==> src/stepper_pkg.sv <==
`default_nettype none

package stepper_pkg;

  // One SPI word, header in the top byte
  typedef logic [63:0] spi_word_t;

  // Host command headers, bits 63 to 56
  typedef enum logic [7:0] {
    CMD_NONE             = 8'd0,
    CMD_COORDINATED_STEP = 8'd1,
    CMD_MOTOR_ENABLE     = 8'd10,
    CMD_CLK_DIVISOR      = 8'd20,
    CMD_MOTORCONFIG      = 8'd30,
    CMD_API_VERSION      = 8'd254
  } cmd_e;

  // Decoder message states
  typedef enum logic [2:0] {
    ST_HEADER,
    ST_DURATION,
    ST_INCREMENT,
    ST_INCINC,
    ST_VERSION_TAIL
  } dec_state_e;

  // One buffered move, 193 bits
  typedef struct packed {
    logic               dir;
    logic [63:0]        duration;
    logic signed [63:0] increment;
    logic signed [63:0] incinc;
  } move_t;

  // Motor driver settings
  typedef struct packed {
    logic       enable;
    logic [2:0] microsteps;
    logic [7:0] current;
  } motor_cfg_t;

  // Reported by the API version command
  parameter logic [7:0] VERSION_MAJOR = 8'd0;
  parameter logic [7:0] VERSION_MINOR = 8'd1;
  parameter logic [7:0] VERSION_PATCH = 8'd2;

  // Power-up settings
  parameter logic [7:0] CLK_DIVISOR_RESET = 8'd40;
  parameter logic [2:0] MICROSTEPS_RESET  = 3'd2;
  parameter logic [7:0] CURRENT_RESET     = 8'd140;

endpackage

`default_nettype wire
==> src/stepper_spi_top.sv <==
`default_nettype none

module stepper_spi_top #(
  parameter int MOVE_DEPTH_BITS = 2
) (
  input  wire logic               CLK,
  input  wire logic               resetn,
  input  wire logic               sck,
  input  wire logic               cs,
  input  wire logic               copi,
  output logic                    cipo,
  input  wire logic [63:0]        encoder_count,
  output logic                    step,
  output logic                    dir,
  output logic                    enable,
  output logic                    busy,
  output logic                    buffer_ready,
  output stepper_pkg::motor_cfg_t motor_cfg
);

  // SPI word link
  logic                   word_valid;
  stepper_pkg::spi_word_t word_data;
  stepper_pkg::spi_word_t reply_data;

  // Decoder to queue
  logic               move_push;
  stepper_pkg::move_t push_move;
  logic [7:0]         clk_divisor;

  // Queue to timer
  logic               move_valid;
  logic               move_take;
  stepper_pkg::move_t head_move;

  spi_word spi_word0 (
    .CLK        (CLK),
    .resetn     (resetn),
    .sck        (sck),
    .cs         (cs),
    .copi       (copi),
    .cipo       (cipo),
    .reply_data (reply_data),
    .word_valid (word_valid),
    .word_data  (word_data)
  );

  spi_cmd_decoder dec0 (
    .CLK           (CLK),
    .resetn        (resetn),
    .word_valid    (word_valid),
    .word_data     (word_data),
    .encoder_count (encoder_count),
    .reply_data    (reply_data),
    .move_push     (move_push),
    .push_move     (push_move),
    .motor_cfg     (motor_cfg),
    .clk_divisor   (clk_divisor)
  );

  move_queue #(
    .MOVE_DEPTH_BITS (MOVE_DEPTH_BITS)
  ) queue0 (
    .CLK          (CLK),
    .resetn       (resetn),
    .move_push    (move_push),
    .push_move    (push_move),
    .move_take    (move_take),
    .move_valid   (move_valid),
    .head_move    (head_move),
    .buffer_ready (buffer_ready)
  );

  dda_timer dda0 (
    .CLK         (CLK),
    .resetn      (resetn),
    .clk_divisor (clk_divisor),
    .move_valid  (move_valid),
    .head_move   (head_move),
    .move_take   (move_take),
    .step        (step),
    .dir         (dir),
    .busy        (busy)
  );

  // Driver enable straight from the config
  assign enable = motor_cfg.enable;

endmodule

`default_nettype wire

==> src/dda_timer.sv <==
`default_nettype none

module dda_timer (
  input  wire logic               CLK,
  input  wire logic               resetn,
  input  wire logic [7:0]         clk_divisor,
  input  wire logic               move_valid,
  input  wire stepper_pkg::move_t head_move,
  output logic                    move_take,
  output logic                    step,
  output logic                    dir,
  output logic                    busy
);

  // Tick divider and ticks done in this move
  logic [7:0]  div_cnt;
  logic [63:0] tick_cnt;
  logic        tick;
  logic        move_done;

  // Active move state
  logic [63:0]        duration;
  logic signed [63:0] increment;
  logic signed [63:0] incinc;
  logic signed [63:0] position;
  logic signed [63:0] next_pos;

  // Divisor of 0 or 1 ticks every CLK
  assign tick      = busy && ({1'b0, div_cnt} + 9'd1 >= {1'b0, clk_divisor});
  assign move_done = (tick_cnt == duration);
  assign next_pos  = position + increment;

  // Take the head move whenever idle
  assign move_take = move_valid && !busy;

  always_ff @(posedge CLK) begin
    if (resetn) begin
      busy     <= 1'b0;
      step     <= 1'b0;
      dir      <= 1'b0;
      div_cnt  <= '0;
      tick_cnt <= '0;
    end else begin
      step <= 1'b0;
      if (move_take) begin
        busy     <= 1'b1;
        dir      <= head_move.dir;
        div_cnt  <= '0;
        tick_cnt <= '0;
      end else if (busy) begin
        if (move_done) begin
          busy <= 1'b0;
        end else if (tick) begin
          div_cnt  <= '0;
          tick_cnt <= tick_cnt + 64'd1;
          // Step whenever bit 32 of position flips
          step     <= next_pos[32] ^ position[32];
        end else begin
          div_cnt <= div_cnt + 8'd1;
        end
      end
    end
  end

  // Accumulator, loaded at move start
  always_ff @(posedge CLK) begin
    if (move_take) begin
      duration  <= head_move.duration;
      increment <= head_move.increment;
      incinc    <= head_move.incinc;
      position  <= '0;
    end else if (busy && !move_done && tick) begin
      position  <= next_pos;
      increment <= increment + incinc;
    end
  end

  // No step outside an active move
  a_step_busy: assert property (@(posedge CLK) disable iff (resetn)
    step |-> busy);

endmodule

`default_nettype wire

==> src/move_queue.sv <==
`default_nettype none

module move_queue #(
  parameter int MOVE_DEPTH_BITS = 2
) (
  input  wire logic               CLK,
  input  wire logic               resetn,
  input  wire logic               move_push,
  input  wire stepper_pkg::move_t push_move,
  input  wire logic               move_take,
  output logic                    move_valid,
  output stepper_pkg::move_t      head_move,
  output logic                    buffer_ready
);

  localparam int DEPTH = 1 << MOVE_DEPTH_BITS;

  stepper_pkg::move_t mem [DEPTH];

  // Extra top bit tells full from empty
  logic [MOVE_DEPTH_BITS:0] wr_idx;
  logic [MOVE_DEPTH_BITS:0] rd_idx;

  logic empty;
  logic full;

  assign empty = (wr_idx == rd_idx);
  assign full  = (wr_idx[MOVE_DEPTH_BITS] != rd_idx[MOVE_DEPTH_BITS]) &&
                 (wr_idx[MOVE_DEPTH_BITS-1:0] == rd_idx[MOVE_DEPTH_BITS-1:0]);

  always_ff @(posedge CLK) begin
    if (resetn) begin
      wr_idx <= '0;
      rd_idx <= '0;
    end else begin
      // Push into a full queue is lost
      if (move_push && !full) begin
        wr_idx <= wr_idx + 1'b1;
      end
      if (move_take && !empty) begin
        rd_idx <= rd_idx + 1'b1;
      end
    end
  end

  always_ff @(posedge CLK) begin
    if (move_push && !full) begin
      mem[wr_idx[MOVE_DEPTH_BITS-1:0]] <= push_move;
    end
  end

  assign head_move    = mem[rd_idx[MOVE_DEPTH_BITS-1:0]];
  assign move_valid   = !empty;
  assign buffer_ready = !full;

  // Timer takes only a move that is there
  a_take_valid: assert property (@(posedge CLK) disable iff (resetn)
    move_take |-> move_valid);

endmodule

`default_nettype wire

==> src/spi_cmd_decoder.sv <==
`default_nettype none

module spi_cmd_decoder (
  input  wire logic                   CLK,
  input  wire logic                   resetn,
  input  wire logic                   word_valid,
  input  wire stepper_pkg::spi_word_t word_data,
  input  wire logic [63:0]            encoder_count,
  output stepper_pkg::spi_word_t      reply_data,
  output logic                        move_push,
  output stepper_pkg::move_t          push_move,
  output stepper_pkg::motor_cfg_t     motor_cfg,
  output logic [7:0]                  clk_divisor
);

  stepper_pkg::dec_state_e state;
  stepper_pkg::cmd_e       header;

  // Encoder value taken at the move header
  logic [63:0] encoder_store;

  // Header byte, only meaningful in ST_HEADER
  assign header = stepper_pkg::cmd_e'(word_data[63:56]);

  always_ff @(posedge CLK) begin
    if (resetn) begin
      state                <= stepper_pkg::ST_HEADER;
      move_push            <= 1'b0;
      reply_data           <= '0;
      clk_divisor          <= stepper_pkg::CLK_DIVISOR_RESET;
      motor_cfg.enable     <= 1'b0;
      motor_cfg.microsteps <= stepper_pkg::MICROSTEPS_RESET;
      motor_cfg.current    <= stepper_pkg::CURRENT_RESET;
    end else begin
      move_push <= 1'b0;
      if (word_valid) begin
        // Reply is zero unless a state below sets it
        reply_data <= '0;
        case (state)
          stepper_pkg::ST_HEADER: begin
            case (header)
              stepper_pkg::CMD_COORDINATED_STEP: begin
                state <= stepper_pkg::ST_DURATION;
              end
              stepper_pkg::CMD_MOTOR_ENABLE: begin
                motor_cfg.enable <= word_data[0];
              end
              stepper_pkg::CMD_CLK_DIVISOR: begin
                clk_divisor <= word_data[7:0];
              end
              stepper_pkg::CMD_MOTORCONFIG: begin
                motor_cfg.current    <= word_data[15:8];
                motor_cfg.microsteps <= word_data[2:0];
              end
              stepper_pkg::CMD_API_VERSION: begin
                // Patch low, then minor, then major
                reply_data <= {40'd0, stepper_pkg::VERSION_MAJOR,
                               stepper_pkg::VERSION_MINOR, stepper_pkg::VERSION_PATCH};
                state      <= stepper_pkg::ST_VERSION_TAIL;
              end
              default: begin
                state <= stepper_pkg::ST_HEADER;
              end
            endcase
          end
          stepper_pkg::ST_DURATION: begin
            state <= stepper_pkg::ST_INCREMENT;
          end
          stepper_pkg::ST_INCREMENT: begin
            // Encoder snapshot goes out with the last move word
            reply_data <= encoder_store;
            state      <= stepper_pkg::ST_INCINC;
          end
          stepper_pkg::ST_INCINC: begin
            move_push <= 1'b1;
            state     <= stepper_pkg::ST_HEADER;
          end
          stepper_pkg::ST_VERSION_TAIL: begin
            // Tail word content is ignored
            state <= stepper_pkg::ST_HEADER;
          end
          default: begin
            state <= stepper_pkg::ST_HEADER;
          end
        endcase
      end
    end
  end

  // Move fields and encoder snapshot
  always_ff @(posedge CLK) begin
    if (word_valid) begin
      case (state)
        stepper_pkg::ST_HEADER: begin
          if (header == stepper_pkg::CMD_COORDINATED_STEP) begin
            push_move.dir <= word_data[0];
            encoder_store <= encoder_count;
          end
        end
        stepper_pkg::ST_DURATION:  push_move.duration  <= word_data;
        stepper_pkg::ST_INCREMENT: push_move.increment <= word_data;
        stepper_pkg::ST_INCINC:    push_move.incinc    <= word_data;
        default: begin
          encoder_store <= encoder_store;
        end
      endcase
    end
  end

  // Push only ever follows the last move word
  a_push_after_incinc: assert property (@(posedge CLK) disable iff (resetn)
    move_push |-> $past(state) == stepper_pkg::ST_INCINC);

endmodule

`default_nettype wire

==> src/spi_word.sv <==
`default_nettype none

module spi_word (
  input  wire logic                  CLK,
  input  wire logic                  resetn,
  input  wire logic                  sck,
  input  wire logic                  cs,
  input  wire logic                  copi,
  output logic                       cipo,
  input  wire stepper_pkg::spi_word_t reply_data,
  output logic                       word_valid,
  output stepper_pkg::spi_word_t     word_data
);

  // Two sync stages plus one history stage for edge detect
  logic [2:0] sck_r;
  logic [2:0] cs_r;
  logic [1:0] copi_r;

  logic sck_rise;
  logic sck_fall;
  logic cs_fall;
  logic cs_low;

  // Bit position within the current word
  logic [5:0] bit_cnt;

  stepper_pkg::spi_word_t rx_shift;
  stepper_pkg::spi_word_t tx_shift;

  always_ff @(posedge CLK) begin
    sck_r  <= {sck_r[1:0], sck};
    cs_r   <= {cs_r[1:0], cs};
    copi_r <= {copi_r[0], copi};
  end

  assign sck_rise = sck_r[1] & ~sck_r[2];
  assign sck_fall = ~sck_r[1] & sck_r[2];
  assign cs_fall  = ~cs_r[1] & cs_r[2];
  assign cs_low   = ~cs_r[1];

  always_ff @(posedge CLK) begin
    if (resetn) begin
      bit_cnt    <= '0;
      word_valid <= 1'b0;
      tx_shift   <= '0;
    end else begin
      // Last bit of the word arrives on count 63
      word_valid <= cs_low && sck_rise && (bit_cnt == 6'd63);
      if (!cs_low) begin
        bit_cnt <= '0;
      end else if (sck_rise) begin
        bit_cnt <= bit_cnt + 6'd1;
      end
      // Reply loaded at CS fall and sent MSB first
      if (cs_fall) begin
        tx_shift <= reply_data;
      end else if (cs_low && sck_fall) begin
        tx_shift <= {tx_shift[62:0], 1'b0};
      end
    end
  end

  // Receive shift with MSB first
  always_ff @(posedge CLK) begin
    if (cs_low && sck_rise) begin
      rx_shift <= {rx_shift[62:0], copi_r[1]};
    end
  end

  assign word_data = rx_shift;
  assign cipo      = tx_shift[63];

  // A word completes only inside a CS low frame
  a_word_in_frame: assert property (@(posedge CLK) disable iff (resetn)
    word_valid |-> !cs_r[1]);

endmodule

`default_nettype wire

==> config.mk <==
export PLATFORM = sky130hd
export DESIGN_NAME = stepper_spi_top
export DESIGN_NICKNAME = d
export VERILOG_FILES = /design/src/stepper_pkg.sv /design/src/stepper_spi_top.sv /design/src/dda_timer.sv /design/src/move_queue.sv /design/src/spi_cmd_decoder.sv /design/src/spi_word.sv
export SDC_FILE = /design/constraint.sdc
export NUM_CORES = 1
export LEC_CHECK = 0
export ABC_AREA = 1
export BUFFER_PORTS_ARGS = -buffer_cell sky130_fd_sc_hd__buf_2
export CORE_UTILIZATION = 63
export DETAILED_ROUTE_END_ITERATION = 12
export GPL_TIMING_DRIVEN = 0
export PLACE_DENSITY_LB_ADDON = 0.2
export SLEW_MARGIN = 20
export SYNTH_ARGS = -nofsm -noshare
export SYNTH_HDL_FRONTEND = slang
export SYNTH_HIERARCHICAL = 1
export SYNTH_SLANG_ARGS = --single-unit
==> constraint.sdc <==
create_clock -name CLK -period 13.3 [get_ports CLK]
set_clock_uncertainty 0.15 [all_clocks]
set_input_delay 0.665 -clock CLK [delete_from_list [all_inputs] [get_ports CLK]]
set_output_delay 0.665 -clock CLK [all_outputs]
set_load 0.05 [all_outputs]
==> run_results.csv, run 1 <==
group,metric,value,unit
routing,wirelength,136.4,mm
global_routing,track_usage,33.19,%
global_routing,antenna_found_initial,6,
routing,drc_errors,0,
sta,slew_headroom,22.30,%
global_routing,grt_start_max_net_pins,49,
routing,routed_via_density,5.874,
sta,hold_ws,45.41,ps
finish,seqCellArea,0.03306,sq mm
finish,nets,5446,
power,leakage,21.61,nW
floorplanning,std_cell_rows,103,
run_status,status,"finished, final reports clean",
cts,cts_num_sinks,1195,
cts,cts_max_path_buffers,3,
finish,utilization,73.27,%
worst_setup_path,cp_max_fo,21,
worst_setup_path,cpPeakStageDelay,430,ps
placement,dp_hpwl,93.92,mm
power,cellPowerDensity,131.0,mW/mm^2
finish,final_common_cell,"nand2_1",
sta,clock.fmax,0.2629,GHz
sta,hold_viol,0,
floorplanning,die_area,0.08209,sq mm
sta,rsz0062_at_grt,"false",
floorplanning,start_util,64.14,%
cts,cts_setup_buffers,0,
floorplanning,die_h,286.5,microns
sta,fin_setup_tns,0,ps
finish,final_area,0.05826,sq mm
worst_setup_path,crit_path_end_kind,"flip-flop",
worst_setup_path,worst-path-buf-inv,5,
finish,multi_input_area,0.01526,sq mm
cts,post_cts_resized,0,
finish,layout_common_cells,"nand2_1, edfxtp_1, nor2_1",
worst_setup_path,cp-start-kind,"flip-flop",
sta,layout_min_cycle_time,3804,ps
cts,cts_inserted_buffers,113,
cts,cts_tree,"built",
synth,synth_warnings,6,
worst_setup_path,crit_path_frequent_cell,"nand2_1",
routing,drtIter0Drc,4745,
worst_setup_path,reg2reg_depth,17,
finish,drive_gt1_share,9.805,%
sta,max_slew.worst_pin.slew,1155,ps
synth,syn_inst,4975,
placement,placed_area,0.05378,sq mm
hold_path,hold_class,"input pin to flip-flop",
global_routing,grt-ovfl-total,0,
cts,cts_hold_buffers,66,
finish,fillers,5228,
placement,gp_congestion,0.9693,
hold_path,worstHoldPathCells,1,
sta,final-setup-viol-count,0,
routing,wire_per_inst,21.16,microns
synth,synth_area_per_cell,10.25,sq um
floorplanning,ios,87,
routing,vias,37864,
synth,synth_nets,5126,
routing,dr.pass1.iters,8,
cts,clk_latency,710,ps
power,peakVddDrop,0.0001538,V
worst_setup_path,crit_type,"flip-flop to flip-flop",
routing,ant_nets,0,
worst_setup_path,crit_required,13580,ps
cts,cts_root_buf,"clkbuf_16",
global_routing,grt_pass1_vias,35922,
floorplanning,die_w,286.5,microns
cts,ctsHtreeMaxLevel,3,
sta,drv_slew,0,
flow_run,drv_cap,0,
worst_setup_path,cp_slowest_cell,"dfxtp_1",
synth,synth_area,0.05100,sq mm
sta,period_share,28.60,%
global_routing,grt_pass1_wl,206.8,mm
worst_setup_path,path_cells,"ha_1 > nand3_1 > nor2_1 > xor2_1 > inv_1 > ha_1 > nand2_1 > inv_1 > nand2_1 > nand2_1 > nand2_1 > nand2_1 > nand3_2 > buf_4 > buf_2 > nand2_2 > buf_16",
finish,synthToLayoutAreaGrowth,14.24,%
worst_setup_path,cpLargestDelayFamily,"simple AND/OR/NAND/NOR gates",
worst_setup_path,crit_cells,17,
worst_setup_path,arrival,4080,ps
power,total_power,7.635,mW
floorplanning,coreArea,0.07952,sq mm
placement,place.port_buffers,86,
cts,clk_pin_slew,60,ps
## worst reg2reg max path, cell delays in order (launching register included)
cell,delay [ps]
dfxtp_1,430
ha_1,210
nand3_1,130
nor2_1,190
xor2_1,160
inv_1,90
ha_1,300
nand2_1,80
inv_1,40
nand2_1,60
nand2_1,50
nand2_1,60
nand2_1,240
nand3_2,230
buf_4,290
buf_2,280
nand2_2,280
buf_16,280
## power by group
part	internal, mW	total [mW]	switching, mW
Combinational	0.136	0.360	0.224
Sequential	4.00	4.02	0.0251
Clock	1.82	3.25	1.43
## registers in the layout, indices dropped and copies added, names as in the netlist, 33 cells and up, named ones only
register             flops
dda0/incinc             33
dda0/increment          33
spi_word0/word_data     64
dec0/encoder_store      64
dec0/reply_data         64
spi_word0/tx_shift      64
dec0/push_move         131
queue0/mem             524
dda0/tick_cnt           64
dda0/duration           64
## worst paths after layout
check,startpoint,end,slack [ps]
worst max-delay path,dda0/div_cnt[0],dda0/increment[0],9500
worst min-delay path,encoder_count[41],dec0/encoder_store[41],50
worst max register to register,dda0/div_cnt[0],dda0/increment[0],9500
worst min register to register,spi_word0/copi_r[0],spi_word0/copi_r[1],180
## per-stage QoR
step | setup slack, ps | instances
after floorplan | 5859 | 4975
after global placement | 1389 | 6111
after detailed placement | 9556 | 6164
after CTS | 9525 | 6445
after global routing | 9313 | 6446
final | 9496 | 6446
## layout make-up
| type | instances | share of cell area [%] |
|---|---|---|
| Antenna cell | 1 | 0.004295 |
| Buffer | 236 | 2.592 |
| Clock buffer | 142 | 5.161 |
| Clock inverter | 73 | 1.383 |
| Inverter | 322 | 2.100 |
| Multi-Input combinational cell | 3222 | 26.19 |
| Sequential cell | 1195 | 56.75 |
| Tap cell | 1050 | 2.255 |
| Timing Repair Buffer | 205 | 3.563 |
## metal layers
metal / vias to the layer above / global-route usage (%) / wire, microns
li1: 17659 / - / -
met1: 17943 / 48.06 / 55510
met2: 2003 / 51.23 / 61920
met3: 255 / 5.954 / 14930
met4: 4 / 10.63 / 4032
met5: - / 0 / 34
(Power assumes the default switching activity.)
==> run 2, diff against run 1 <==
--- a/config.mk
+++ b/config.mk
@@ -5,7 +5,7 @@
 export SDC_FILE = /design/constraint.sdc
 export NUM_CORES = 1
 export LEC_CHECK = 0
-export ABC_AREA = 1
+export ABC_AREA = 0
 export BUFFER_PORTS_ARGS = -buffer_cell sky130_fd_sc_hd__buf_2
 export CORE_UTILIZATION = 63
 export DETAILED_ROUTE_END_ITERATION = 12
==> constraint.sdc (replaced) <==
create_clock -name CLK -period 3.95 [get_ports CLK]
set_clock_uncertainty 0.15 [all_clocks]
set_input_delay 0.1975 -clock CLK [delete_from_list [all_inputs] [get_ports CLK]]
set_output_delay 0.1975 -clock CLK [all_outputs]
set_load 0.05 [all_outputs]
==> run 2 against run 1 <==
  * Non-clock buffer count decreased by 115
  * Die area decreased by 8.9%
  * Via count decreased by 29%
  * Worst setup slack got worse by 9300 ps
  * Synthesized cell count decreased by 40%
  * Worst hold slack improved by 23 ps
  * Combinational power increased to 3.1 times the previous value
  * Largest cell class unchanged
==> run_results.csv, run 2 <==
group,metric,value,unit
run_status,status,"finished, final reports clean",
cts,clk_latency,680,ps
hold_path,worstHoldStart,"encoder_count[43]",
routing,wirelength,103.9,mm
hold_path,hold_class,"input pin to flip-flop",
finish,layout_common_cells,"edfxtp_1, dfxtp_1, nand2_1",
routing,ant_nets,0,
placement,place.port_buffers,86,
power,cellPowerDensity,477.6,mW/mm^2
sta,fin_setup_tns,0,ps
worst_setup_path,cpPeakStageDelay,460,ps
routing,routed_via_density,6.181,
sta,max_slew.worst_pin.slew,1056,ps
finish,final_area,0.05319,sq mm
worst_setup_path,worst-path-buf-inv,3,
power,p_int,20.03,mW
placement,dp_hpwl,66.05,mm
cts,clk_pin_slew,70,ps
sta,period_share,95.58,%
worst_setup_path,reg2reg_depth,15,
worst_setup_path,crit_path_frequent_cell,"buf_2",
finish,nets,3449,
worst_setup_path,regToRegSetupSlack,170,ps
global_routing,grt_start_max_net_pins,77,
floorplanning,coreArea,0.07296,sq mm
sta,layout_min_cycle_time,3775,ps
cts,cts_num_sinks,1195,
synth,synth_area_per_cell,15.50,sq um
sta,fin_ws,174.8,ps
worst_setup_path,cp-start-kind,"flip-flop",
worst_setup_path,r2r-start,"dda0/div_cnt[0]",
synth,syn_inst,2996,
worst_setup_path,crit_required,4340,ps
sta,final-setup-viol-count,0,
routing,drc_errors,0,
floorplanning,ios,87,
routing,drtIter0Drc,2495,
finish,drive_gt1_share,16.12,%
global_routing,grt_pass1_vias,27441,
cts,cts_inserted_buffers,111,
routing,vias,26904,
cts,cts_root_buf,"clkbuf_16",
floorplanning,die_h,273.5,microns
power,p_clk_share,42.0,%
flow_run,drv_cap,0,
worst_setup_path,cp_slowest_cell,"or4_1",
placement,placed_area,0.04880,sq mm
sta,rsz0062_at_grt,"true",
power,p_sw_share,21.15,%
worst_setup_path,crit_type,"flip-flop to flip-flop",
floorplanning,die_area,0.07480,sq mm
global_routing,grt-ovfl-total,0,
sta,drv_slew,0,
sta,slew_headroom,29.60,%
worst_setup_path,path_cells,"nand3_1 > nor2_2 > xor2_1 > ha_1 > a21o_1 > a31oi_1 > o21ai_1 > a31oi_2 > buf_6 > or4_1 > buf_2 > buf_2 > nor3_1 > xnor2_1 > nor2_1",
floorplanning,std_cell_rows,99,
synth,synth_area,0.04644,sq mm
routing,dr.pass1.iters,6,
power,peakVddDrop,0.0004988,V
worst_setup_path,crit_path_end_kind,"flip-flop",
worst_setup_path,r2r-end,"dda0/tick_cnt[12]",
sta,clock.fmax,0.2649,GHz
placement,gp_congestion,0.9000,
power,leakage,17.73,nW
worst_setup_path,cp_max_fo,10,
floorplanning,die_w,273.5,microns
cts,ctsHtreeMaxLevel,3,
finish,synthToLayoutAreaGrowth,14.55,%
placement,place_ws,-325.8,ps
global_routing,antenna_found_initial,2,
routing,wire_per_inst,23.86,microns
power,combPwrFrac,4.4,%
hold_path,min_to,"dec0/encoder_store[43]",
worst_setup_path,cpLargestDelayFamily,"simple AND/OR/NAND/NOR gates",
worst_setup_path,arrival,4170,ps
power,switching_power,5.372,mW
global_routing,grt_pass1_wl,159.5,mm
synth,synth_nets,3147,
cts,cts_max_path_buffers,3,
hold_path,worstHoldPathCells,2,
finish,largest_register_ffs,524,
power,seq_power_share,53.6,%
synth,synth_warnings,6,
finish,final_common_cell,"edfxtp_1",
finish,diodes,0,
sta,hold_viol,0,
finish,fillers,4286,
global_routing,track_usage,28.24,%
cts,cts_tree,"built",
floorplanning,start_util,63.65,%
[run 2: cell count changes in the layout (fill, tap and decap cells not counted), sizes merged, moves of 66 or more]
| cell | before | now |
|---|---|---|
| mux4 | 0 | 131 |
| a21oi | 305 | 118 |
| xnor2 | 20 | 104 |
| nand2 | 1268 | 204 |
| inv | 325 | 111 |
| o21ai | 343 | 87 |
| nand3 | 224 | 40 |
| a22oi | 0 | 66 |
| buf | 277 | 203 |
| o22ai | 131 | 2 |
| nor2 | 635 | 188 |
[run 2: power by group through the flow]
stage	combinational (mW)	sequential, mW	clock, mW
final	1.12	13.6	10.7
after global routing	1.21	13.6	11.3
after CTS	1.11	13.6	10.8
after detailed placement	1.04	13.9	0
after global placement	0.997	13.9	0
after floorplan	0.731	13.9	0
[run 2: worst max path at each step]
stage	cells past startpoint	slack (ps)	start	endpoint
global route	15	-60	dda0/div_cnt[0]	dda0/tick_cnt[12]
global placement	4	-3110	spi_word0/word_valid	dec0/push_move[29]
detailed placement	10	-330	dda0/duration[30]	dda0/increment[2]
finish	15	170	dda0/div_cnt[0]	dda0/tick_cnt[12]
CTS	8	20	queue0/wr_idx[0]	dda0/duration[46]
floorplan	10	70	queue0/wr_idx[0]	queue0/rd_idx[2]
[run 2: layout make-up]
class / count / area, sq um / area share [%]
buffer: 135 / 763.2 / 1.435
clock buffer: 144 / 3065 / 5.763
clock inverter: 65 / 599.3 / 1.127
inverter: 106 / 397.9 / 0.7480
multi-input combinational: 1558 / 12310 / 23.14
sequential: 1195 / 33060 / 62.15
tap: 959 / 1200 / 2.256
timing repair buffer: 191 / 1799 / 3.382
[run 2: routing by layer]
metal | share of wire, % | GRT usage [%] | up-vias
met5 | 0.013 | 0 | -
met4 | 3.2 | 9.541 | 2
met3 | 6.2 | 4.500 | 211
met2 | 51 | 48.59 | 1035
met1 | 39 | 36.76 | 13591
li1 | - | - | 12065
[run 2: timing repair]
action | CTS | global route
setup buffers | 0 | 0
gates resized for setup | 5 | 11
hold buffers | 71 | 0
endpoints found under the setup margin | 57 | 178
hold endpoints to repair | 70 | 0
pin swaps | 0 | 1
[run 2: through the flow]
step	hold WS [ps]	total power [mW]	cells	util (%)
after floorplan	75.22	14.59	2996	-
after global placement	151.6	14.91	4041	65.94
after detailed placement	152.0	14.94	4075	66.89
after CTS	26.72	25.53	4354	72.90
after global routing	58.54	26.13	4353	72.91
final	68.09	25.40	4353	72.91
